<file path="config.mk">
export PLATFORM = sky130hd
export DESIGN_NAME = tile_arbiter
export DESIGN_NICKNAME = d
export VERILOG_FILES = /design/src/hw/tile_arb_pkg.sv /design/src/hw/tile_req_decode.sv /design/src/hw/tile_walk_exec.sv /design/src/hw/tile_done_flags.sv /design/src/hw/tile_arbiter.sv
export SDC_FILE = /design/constraint.sdc
export NUM_CORES = 1
export LEC_CHECK = 0
export BUFFER_PORTS_ARGS = -buffer_cell sky130_fd_sc_hd__buf_2
export CORE_ASPECT_RATIO = 0.5
export CORE_UTILIZATION = 41
export DETAILED_ROUTE_END_ITERATION = 8
export GPL_TIMING_DRIVEN = 0
export SLEW_MARGIN = 20
export SYNTH_ARGS = -nofsm -noshare
export SYNTH_HDL_FRONTEND = slang
export SYNTH_SLANG_ARGS = --single-unit
</file>
<file path="constraint.sdc">
create_clock -name clk -period 10.5 [get_ports clk]
set_clock_uncertainty 0.2 [all_clocks]
set_input_delay 3.15 -clock clk [delete_from_list [all_inputs] [get_ports clk]]
set_output_delay 3.15 -clock clk [all_outputs]
set_load 0.02 [all_outputs]
</file>
<file path="src/hw/tile_arb_pkg.sv">
// tile write arbiter shared definitions
// vector types for the SRAM port and tile geometry, the execute FSM
// encoding and the default screen layout
`default_nettype none

package tile_arb_pkg;

	// ------------------------------------------------------------
	// vector types
	// ------------------------------------------------------------
	typedef logic [31:0] pix_addr_t;  // SRAM byte address of one pixel
	typedef logic [7:0]  color_t;     // 8-bit pixel colour
	typedef logic [9:0]  band_t;      // row of tiles on the screen
	typedef logic [7:0]  coord_t;     // x or y inside one tile

	// execute FSM
	typedef enum logic [1:0] {
		ST_START,  // one-shot start pulse after reset
		ST_IDLE,   // waiting for a request
		ST_WRITE,  // one pixel per clock
		ST_DONE    // gap cycle while done goes out
	} exec_state_t;

	// ------------------------------------------------------------
	// default geometry
	// ------------------------------------------------------------
	parameter int DEF_NUM_REQ   = 64;   // tile engines
	parameter int DEF_TILE_SIZE = 7;    // pixels per tile side
	parameter int DEF_SCREEN_W  = 640;  // pixels per screen line

endpackage

`default_nettype wire

</file>
<file path="src/hw/tile_req_decode.sv">
// tile request decode
// lowest-index priority select over the engine request lines
`timescale 1ns/1ps
`default_nettype none

module tile_req_decode
	import tile_arb_pkg::*;
#(
	parameter int  NUM_REQ = DEF_NUM_REQ,
	localparam int IDX_W   = (NUM_REQ > 1) ? $clog2(NUM_REQ) : 1
) (
	input  wire logic [NUM_REQ-1:0] req,
	output logic                    req_valid,
	output logic [IDX_W-1:0]        req_idx
);

	// ------------------------------------------------------------
	// priority encoder
	// ------------------------------------------------------------
	assign req_valid = |req;

	// walk from the top down so the lowest set bit is written last
	always_comb begin
		req_idx = '0;
		for (int i = NUM_REQ - 1; i >= 0; i--) begin
			if (req[i]) begin
				req_idx = IDX_W'(i);
			end
		end
	end

endmodule

`default_nettype wire

</file>
<file path="src/hw/tile_walk_exec.sv">
// tile walk execute stage
// grants one engine, walks its tile in raster order at one pixel per
// clock and drives the registered SRAM write port
`timescale 1ns/1ps
`default_nettype none

module tile_walk_exec
	import tile_arb_pkg::*;
#(
	parameter int  NUM_REQ   = DEF_NUM_REQ,
	parameter int  TILE_SIZE = DEF_TILE_SIZE,
	parameter int  SCREEN_W  = DEF_SCREEN_W,
	localparam int IDX_W     = (NUM_REQ > 1) ? $clog2(NUM_REQ) : 1
) (
	input  wire logic             clk,
	input  wire logic             arst_n,
	input  wire logic             req_valid,
	input  wire logic [IDX_W-1:0] req_idx,
	input  wire band_t            band,
	input  wire color_t           pxl_clr,
	output logic                  start,
	output pix_addr_t             sram_addr,
	output color_t                sram_wdata,
	output logic                  sram_wr,
	output logic                  tile_end,
	output logic [IDX_W-1:0]      tile_idx
);

	localparam coord_t LAST = coord_t'(TILE_SIZE - 1);

	exec_state_t      state;
	band_t            band_q;    // band latched at grant
	coord_t           col, row;  // pixel currently on the SRAM port
	coord_t           col_nxt, row_nxt;
	logic [IDX_W-1:0] idx_sel;
	band_t            band_sel;
	logic             last_pix;
	logic             grant;
	logic             launch;    // a pixel goes out next cycle

	// tile origin plus offset, in screen pixels
	function automatic pix_addr_t pix_addr(input logic [IDX_W-1:0] idx, input band_t bnd,
	                                       input coord_t c, input coord_t r);
		pix_addr_t x_pix;
		pix_addr_t y_pix;
		x_pix = pix_addr_t'(idx) * TILE_SIZE + pix_addr_t'(c);
		y_pix = pix_addr_t'(bnd) * TILE_SIZE + pix_addr_t'(r);
		return x_pix + y_pix * SCREEN_W;
	endfunction

	// ------------------------------------------------------------
	// next pixel
	// ------------------------------------------------------------
	assign last_pix = (col == LAST) && (row == LAST);
	assign tile_end = (state == ST_WRITE) && last_pix;
	assign grant    = (state == ST_IDLE) && req_valid;
	assign launch   = grant || ((state == ST_WRITE) && !last_pix);

	// on a grant the latched copies are not loaded yet
	assign idx_sel  = (state == ST_IDLE) ? req_idx : tile_idx;
	assign band_sel = (state == ST_IDLE) ? band : band_q;

	always_comb begin
		if (state == ST_IDLE) begin
			col_nxt = '0;
			row_nxt = '0;
		end else if (col == LAST) begin  // wrap to next line
			col_nxt = '0;
			row_nxt = row + 1'b1;
		end else begin
			col_nxt = col + 1'b1;
			row_nxt = row;
		end
	end

	// ------------------------------------------------------------
	// FSM and counters
	// ------------------------------------------------------------
	always_ff @(posedge clk or negedge arst_n) begin
		if (!arst_n) begin
			state   <= ST_START;
			start   <= 1'b0;
			sram_wr <= 1'b0;
			col     <= '0;
			row     <= '0;
		end else begin
			start   <= (state == ST_START);  // single pulse
			sram_wr <= launch;
			if (launch) begin
				col <= col_nxt;
				row <= row_nxt;
			end
			case (state)
				ST_START: state <= ST_IDLE;
				ST_IDLE: begin
					if (req_valid) begin
						state <= ST_WRITE;
					end
				end
				ST_WRITE: begin
					if (last_pix) begin
						state <= ST_DONE;
					end
				end
				ST_DONE: state <= ST_IDLE;  // served engine drops req here
				default: state <= ST_START;
			endcase
		end
	end

	// write payload
	always_ff @(posedge clk) begin
		if (grant) begin
			tile_idx <= req_idx;
			band_q   <= band;
		end
		if (launch) begin
			sram_addr  <= pix_addr(idx_sel, band_sel, col_nxt, row_nxt);
			sram_wdata <= pxl_clr;
		end
	end

endmodule

`default_nettype wire

</file>
<file path="src/hw/tile_done_flags.sv">
// tile done flags
// one-cycle one-hot done pulse to the engine whose tile just finished
`timescale 1ns/1ps
`default_nettype none

module tile_done_flags
	import tile_arb_pkg::*;
#(
	parameter int  NUM_REQ = DEF_NUM_REQ,
	localparam int IDX_W   = (NUM_REQ > 1) ? $clog2(NUM_REQ) : 1
) (
	input  wire logic             clk,
	input  wire logic             arst_n,
	input  wire logic             tile_end,
	input  wire logic [IDX_W-1:0] tile_idx,
	output logic [NUM_REQ-1:0]    done
);

	logic [NUM_REQ-1:0] done_nxt;

	// ------------------------------------------------------------
	// one-hot decode of the finished tile
	// ------------------------------------------------------------
	always_comb begin
		done_nxt = '0;
		if (tile_end) begin
			done_nxt[tile_idx] = 1'b1;
		end
	end

	// cleared again on the next edge unless another tile ends
	always_ff @(posedge clk or negedge arst_n) begin
		if (!arst_n) begin
			done <= '0;
		end else begin
			done <= done_nxt;
		end
	end

endmodule

`default_nettype wire

</file>
<file path="src/hw/tile_arbiter.sv">
// tile write arbiter top level
// engines request a tile, the arbiter writes it pixel by pixel into
// the VGA frame buffer and returns a done pulse
`timescale 1ns/1ps
`default_nettype none

module tile_arbiter
	import tile_arb_pkg::*;
#(
	parameter int  NUM_REQ   = DEF_NUM_REQ,
	parameter int  TILE_SIZE = DEF_TILE_SIZE,
	parameter int  SCREEN_W  = DEF_SCREEN_W,
	localparam int IDX_W     = (NUM_REQ > 1) ? $clog2(NUM_REQ) : 1
) (
	input  wire logic               clk,
	input  wire logic               arst_n,

	// engine side
	input  wire logic [NUM_REQ-1:0] req,
	input  wire band_t              band,
	input  wire color_t             pxl_clr,
	output logic                    start,
	output logic [NUM_REQ-1:0]      done,

	// SRAM write port
	output pix_addr_t               sram_addr,
	output color_t                  sram_wdata,
	output logic                    sram_wr
);

	logic             req_valid;
	logic [IDX_W-1:0] req_idx;
	logic             tile_end;
	logic [IDX_W-1:0] tile_idx;

	// ------------------------------------------------------------
	// decode, execute, result
	// ------------------------------------------------------------
	tile_req_decode #(
		.NUM_REQ (NUM_REQ)
	) tile_req_decode_inst (
		.req       (req),
		.req_valid (req_valid),
		.req_idx   (req_idx)
	);

	tile_walk_exec #(
		.NUM_REQ   (NUM_REQ),
		.TILE_SIZE (TILE_SIZE),
		.SCREEN_W  (SCREEN_W)
	) tile_walk_exec_inst (
		.clk        (clk),
		.arst_n     (arst_n),
		.req_valid  (req_valid),
		.req_idx    (req_idx),
		.band       (band),
		.pxl_clr    (pxl_clr),
		.start      (start),
		.sram_addr  (sram_addr),
		.sram_wdata (sram_wdata),
		.sram_wr    (sram_wr),
		.tile_end   (tile_end),
		.tile_idx   (tile_idx)
	);

	tile_done_flags #(
		.NUM_REQ (NUM_REQ)
	) tile_done_flags_inst (
		.clk      (clk),
		.arst_n   (arst_n),
		.tile_end (tile_end),
		.tile_idx (tile_idx),
		.done     (done)
	);

endmodule

`default_nettype wire

</file>
==> out/summary.txt, run 1 <==
Worst Max-Slew Pin Slew - 0.7911 ns
worst vdd ir - 0.0001021 V
hpwl dp - 14,060 um
Synth top cells by count - 122 x nor2_1, 84 x dfrtp_1, 67 x ha_1
CP max stage cell - fa_1
RSZ-0062 raised after global routing - no
Final Hold Vio Count - 0
Post-synth EDFFs - 49
post-route setup TNS - 0 ns
WL/cell - 14.53 um
Tmin final - 9.769 ns
crit path DAT - 9.85 ns
warnings from Yosys - 0
most frequent cell after synthesis - nor2_1
DR iter-0 viols - 200
initial core utilization - 42.30%
Die ar. - 0.02091 mm^2
fill count - 1,781
Post-Syn Area per Cell - 10.55 um^2
CTS tree - built
Critical R2R Launch - tile_walk_exec_inst.state[1]$_DFFE_PN0P_
I/O Pins - 190
R2R depth - 27
dpl cells - 1,246
FF+latch count, synth - 133
cells resized by post-CTS repair - 0
Synth Flop Type - dfrtp_1
Achievable Freq - 102.4 MHz
antenna-violating nets left - 0
grt total ovfl - 0
Post-synth ARST share - 63.16%
Num CTS Buffers - 17
cts hold-fix bufs - 0
area of the multi-input gates - 0.004428 mm^2
GRT Overall Usage - 18.14%
Critical Path Source Type - primary input
PwrDens - 116.1 mW/mm^2
r2r setup slk - 2.87 ns
die width - 203.5 um
global-route wire length before repair - 29,720 um
antenna cells - 0
routed vias/inst - 5.036
Post-CTS Setup Bufs - 0
GP Congestion - 0.7755
critical path type - in2reg
Post-layout nets - 1,178
outcome - completed
# DRC - 0
largest net degree at the start of global routing - 51
hold path cells - 1
clk_lat worst skew - 0.42 ns
CTS H-tree lvls - 4
number of global-route vias before repair - 5,990
register area share after synthesis - 42.92%
hold path endpoint - tile_walk_exec_inst.col[7]$_DFFE_PN0P_
Non-Filler Instances - 1,277
final WL - 18,550 um
Worst path max stage delay - 0.54 ns
synthesized cell area - 0.008325 mm^2
number of endpoints failing setup at the final stage - 0
MaxCap Viol Count - 0
Synth area leaders - dfrtp_1 25%, edfxtp_1 18%, ha_1 10%
Hold Crit Class - reg2reg
Synth Instances - 789
fin. max-slew vios - 0
Pleak - 4.893 nW
core box area - 0.01968 mm^2
Reg-to-Reg End - tile_walk_exec_inst.sram_addr[22]$_DFFE_PP_
DR pass1 iterations - 6
CP Max Fanout - 4
Clock transition at path regs - 0.06 ns
Slew Limit Headroom - 47.26%
Netlist cell types - 69
share of the synthesized area in the top cell type - 25.25%
CP required - 10.58 ns
root buffer cell - clkbuf_16
via count - 6,431
CTS sink cnt - 133
final period utilization - 93.04%
row count - 36
Chip Height - 102.8 um
most used cell, CP - a21oi_1
CP Capture Type - flop
hold_sp - tile_walk_exec_inst.col[7]$_DFFE_PN0P_
Reg area - 0.003573 mm^2
Final Util - 51.98%
Max clock buf depth - 2
Syn-to-layout area delta - 22.90%
antenna violations before repair - 0
Synth area leader - dfrtp_1
I/O Buffers - 182
share of cells above drive strength 1 - 26.61%
[placed cells by master, fill, tap and decap left out, types with 6 or more instances in the layout]
cell,synthesis,layout
a21o_1,6,6
a21oi_1,35,35
buf_2,0,181
buf_4,7,8
clkbuf_1,7,7
clkbuf_16,0,18
conb_1,1,8
dfrtp_1,84,84
edfxtp_1,49,49
fa_1,28,28
ha_1,67,67
inv_1,60,60
mux2_2,13,13
mux2i_1,16,16
nand2_1,32,32
nand3_1,19,19
nand4_1,6,6
nor2_1,122,122
nor2b_1,13,12
nor3_1,16,16
nor4_1,25,23
o21ai_0,21,21
o21bai_1,6,6
xnor2_1,27,27
xor2_1,17,17
[metal layers]
layer  share of wire (%)  track usage (%)  vias to the layer above
li1                    -                -                     3196
met1                  50            25.54                     3117
met2                  46            29.01                      114
met3                 3.8            3.571                        4
met4                0.29            4.338                        0
met5                   0                0                        -
[sequential cells by signal (all words and copies together) (netlist names)]
register / flops
tile_done_flags_inst.done: 64
tile_walk_exec_inst.sram_addr: 25
tile_walk_exec_inst.band_q: 10
tile_walk_exec_inst.col: 8
tile_walk_exec_inst.row: 8
tile_walk_exec_inst.sram_wdata: 8
tile_walk_exec_inst.tile_idx: 6
tile_walk_exec_inst.state: 2
tile_walk_exec_inst.sram_wr: 1
tile_walk_exec_inst.start: 1
[kinds of logic (layout without fill, tap and decap cells)]
kind of cell / count (synthesis) / in the layout / share of synthesized area [%]
AO/OA/AOI/OAI: 113 / 113 / 9.077
multiplexers: 33 / 33 / 4.403
adder cells (fa/ha/maj): 95 / 95 / 16.80
other: 1 / 8 / 0.04504
flip-flops: 133 / 133 / 42.92
AND/OR/NAND/NOR: 287 / 287 / 17.46
XOR/XNOR: 45 / 45 / 4.899
buffers and inverters: 82 / 297 / 4.388
[worst max-delay path: cells and delay by family]
| family | cells | cell delay [ns] |
|---|---|---|
| xor+xnor | 1 | 0.24 |
| mux | 1 | 0.30 |
| simple gates | 10 | 2.48 |
| buf+inv | 4 | 0.33 |
| fa+ha+maj | 4 | 1.74 |
| compound gates | 11 | 1.61 |
[through the flow]
stage / setup WS [ns] / hold slack [ns] / total power (W) / instance area [um^2]
after floorplan: 1.094 / 0.3270 / 0.0005675 / 8352
after global placement: 0.03484 / 0.3595 / 0.0006004 / 9595
after detailed placement: 0.04199 / 0.3644 / 0.0006024 / 9635
after CTS: 0.4356 / 0.3783 / 0.001204 / 10220
after global routing: 0.1210 / 0.4136 / 0.001233 / 10230
final: 0.7310 / 0.3772 / 0.001188 / 10230
[final cells by class]
class | count | area share [%]
Tap cell | 266 | 3.253
Clock inverter | 12 | 1.174
Multi-Input combinational cell | 581 | 43.27
Clock buffer | 19 | 4.537
Sequential cell | 133 | 34.92
Buffer | 22 | 1.370
Timing Repair Buffer | 184 | 9.269
Inverter | 60 | 2.201
[worst max path at each step]
stage	start	endpoint	slack, ns	cells past startpoint
finish	req[61]	tile_walk_exec_inst.sram_addr[23]$_DFFE_PP_	0.73	31
global route	req[61]	tile_walk_exec_inst.sram_addr[23]$_DFFE_PP_	0.12	30
global placement	req[56]	tile_walk_exec_inst.sram_addr[23]$_DFFE_PP_	0.03	29
floorplan	req[55]	tile_walk_exec_inst.sram_addr[21]$_DFFE_PP_	1.09	29
detailed placement	req[56]	tile_walk_exec_inst.sram_addr[23]$_DFFE_PP_	0.04	31
CTS	req[56]	tile_walk_exec_inst.sram_addr[23]$_DFFE_PP_	0.44	31
[power by group]
| part | internal, W | switching [W] | total [W] |
|---|---|---|---|
| Combinational | 0.0000214 | 0.0000317 | 0.0000531 |
| Clock | 0.000350 | 0.000246 | 0.000596 |
| Sequential | 0.000539 | 0.000000387 | 0.000539 |
| Total | 0.000910 | 0.000278 | 0.00119 |
(Power assumes the default switching activity.)
==> run 2: changes to the inputs <==
--- a/config.mk
+++ b/config.mk
@@ -5,11 +5,14 @@
 export SDC_FILE = /design/constraint.sdc
 export NUM_CORES = 1
 export LEC_CHECK = 0
+export ABC_AREA = 1
 export BUFFER_PORTS_ARGS = -buffer_cell sky130_fd_sc_hd__buf_2
 export CORE_ASPECT_RATIO = 0.5
 export CORE_UTILIZATION = 41
+export CTS_BUF_LIST = sky130_fd_sc_hd__clkbuf_8
 export DETAILED_ROUTE_END_ITERATION = 8
 export GPL_TIMING_DRIVEN = 0
+export PLACE_DENSITY_LB_ADDON = 0.08
 export SLEW_MARGIN = 20
 export SYNTH_ARGS = -nofsm -noshare
 export SYNTH_HDL_FRONTEND = slang
==> run 2 against run 1 <==
Utilization grew 0.35 points. Critical endpoint is now tile_walk_exec_inst.sram_addr[22]$_DFFE_PP_. Non-clock buffer count grew 3. Cell area is essentially flat. Sequential power is essentially flat. Count of clock-buffer cells in the layout shrank 2. Critical path type unchanged. Worst setup slack lost 0.49 ns.
==> out/summary.txt, run 2 <==
Achievable Freq - 97.45 MHz
I/O Pins - 190
Hold Crit Class - reg2reg
Syn-to-layout area delta - 24.46%
Slew Limit Headroom - 46.20%
max reg flops - 64
grt total ovfl - 0
via count - 6,549
hpwl dp - 14,220 um
WL/cell - 12.69 um
post-place setup slack - -0.9056 ns
CP Capture Type - flop
GRT Overall Usage - 17.86%
final period utilization - 97.73%
critical path type - in2reg
worst path bufs/invs - 6
Netlist cell types - 32
worst setup margin - 0.2382 ns
crit path DAT - 10.27 ns
DR pass1 iterations - 4
RSZ-0062 raised after global routing - yes
number of endpoints failing setup at the final stage - 0
FF+latch count, synth - 133
synthesized cell area - 0.008220 mm^2
Synth Flop Type - dfrtp_1
CP max stage cell - fa_1
largest net degree at the start of global routing - 56
most frequent cell after synthesis - nand2_1
Chip Height - 102.1 um
DR iter-0 viols - 213
Post-Syn Area per Cell - 8.764 um^2
final WL - 18,250 um
Reg with most FFs - tile_done_flags_inst.done
root buffer cell - clkbuf_8
cts hold-fix bufs - 0
Post-layout nets - 1,338
share of the synthesized area in the top cell type - 25.57%
Synth area leader - dfrtp_1
Max clock buf depth - 2
CP required - 10.51 ns
Clock transition at path regs - 0.09 ns
worst vdd ir - 0.00007416 V
Pwr Total - 0.001102 W
core box area - 0.01955 mm^2
Final Hold Vio Count - 0
CP Max Fanout - 3
MaxCap Viol Count - 0
antenna-violating nets left - 0
Num CTS Buffers - 17
CP top delay family - simple AND/OR/NAND/NOR gates
commonest non-fill, non-tap cell in the layout - nand2_1
I/O Buffers - 182
Worst path max stage delay - 0.49 ns
GP Congestion - 0.8290
routed vias/inst - 4.554
Synth area leaders - dfrtp_1 26%, edfxtp_1 18%, ha_1 10%
initial core utilization - 42.05%
clk_lat worst skew - 0.46 ns
Post-synth EDFFs - 49
Synth top cells by count - 194 x nand2_1, 162 x inv_1, 128 x nor2_1
Largest regs - tile_done_flags_inst.done: 64 flops, tile_walk_exec_inst.sram_addr: 25 flops, tile_walk_exec_inst.band_q: 10 flops
die width - 202.3 um
Critical Path Source Type - primary input
Synth Instances - 938
row count - 36
CTS tree - built
Non-Filler Instances - 1,438
fin. max-slew vios - 0
share of cells above drive strength 1 - 24.15%
Die ar. - 0.02065 mm^2
worst hold slack - 0.3036 ns
dpl cells - 1,396
antenna violations before repair - 0
register area share after synthesis - 43.47%
CTS sink cnt - 133
post-route setup TNS - 0 ns
Tmin final - 10.26 ns
outcome - completed
antenna cells - 0
Pleak - 5.510 nW
Worst Max-Slew Pin Slew - 0.7986 ns
CTS H-tree lvls - 4
PwrDens - 107.7 mW/mm^2
global-route wire length before repair - 28,850 um
number of global-route vias before repair - 5,999
commonest cells after routing, fill and taps aside - 189 x nand2_1, 178 x buf_2, 161 x inv_1, 122 x nor2_1, 84 x dfrtp_1
# DRC - 0
Post-synth ARST share - 63.16%
warnings from Yosys - 0
most used cell, CP - nand2_1
==> run 2: changes by cell type after synthesis, sizes merged, moves of 7 or more <==
cell / delta
inv: +105
nor4: -24
nand3: +19
xnor2: -17
mux2: -17
xor2: +10
buf: -7
o21ai: +24
or3: -8
bufinv: +7
nor2b: -13
nand2: +161
mux2i: -16
==> run 2: path summary, 6_finish.rpt <==
| check | startpoint | to | slack [ns] | cells past startpoint |
|---|---|---|---|---|
| min in group asynchronous | arst_n | tile_done_flags_inst.done[0]$_DFF_PN0_ | 2.53 | 1 |
| worst min register to register | tile_walk_exec_inst.col[5]$_DFFE_PN0P_ | tile_walk_exec_inst.col[5]$_DFFE_PN0P_ | 0.30 | 2 |
| worst min-delay path | tile_walk_exec_inst.col[5]$_DFFE_PN0P_ | tile_walk_exec_inst.col[5]$_DFFE_PN0P_ | 0.30 | 2 |
| worst max-delay path | req[61] | tile_walk_exec_inst.sram_addr[22]$_DFFE_PP_ | 0.24 | 92 |
| max in group asynchronous | arst_n | tile_done_flags_inst.done[6]$_DFF_PN0_ | 6.96 | 2 |
| worst max register to register | tile_walk_exec_inst.state[1]$_DFFE_PN0P_ | tile_walk_exec_inst.sram_addr[22]$_DFFE_PP_ | 3.35 | 32 |
==> run 2: report_power, final <==
group	internal (W)	switching [W]	total [W]
clock	0.000267	0.000235	0.000502
sequential	0.000538	0.000000405	0.000538
combinational	0.0000284	0.0000336	0.0000621
total	0.000833	0.000269	0.00110
==> run 2: final cells by class <==
class	instances	area, um^2
Fill cell	1856	9318
Multi-Input combinational cell	626	3971
Sequential cell	133	3573
Timing Repair Buffer	195	1074
Inverter	172	742.0
Tap cell	266	332.8
Clock buffer	17	234.0
Clock inverter	15	220.2
Buffer	14	83.83
==> run 2: stage by stage <==
step / utilization [%] / area [um^2]
after floorplan: - / 8247
after global placement: 48.55 / 9490
after detailed placement: 48.90 / 9559
after CTS: 51.57 / 10080
after global routing: 52.34 / 10230
final: 52.34 / 10230
==> run 2: cells by family after synthesis <==
kind of cell,Yosys count,share of synthesized area (%)
compound gates,95,6.241
fa+ha+maj,95,17.02
other cells,1,0.04562
simple gates,391,19.25
flops,133,43.47
buf+inv,186,10.03
xor+xnor,37,3.942
==> run 2: routing by layer <==
layer  global-route usage, %  up-vias  share of wire (%)
li1                        -     3371                  -
met1                   24.92     3049                 49
met2                   28.66      120                 45
met3                   4.018        9                4.5
met4                   3.817        0               0.58
met5                       0        -                  0
==> run 2: worst reg2reg max path: cells and delay by family (launching register included) <==
kind                     cells  cell delay (ns)
AO/OA/AOI/OAI                7             1.28
XOR/XNOR                     1             0.08
buffers and inverters        7             1.06
adder cells (fa/ha/maj)      6             2.25
AND/OR/NAND/NOR             11             1.66
flip-flops                   1             0.39
==> run 2: what timing repair did <==
item	in CTS	in global routing
buffers inserted	3	8
gates resized for setup	13	24
pin swaps	6	24
endpoints found under the setup margin	6	13
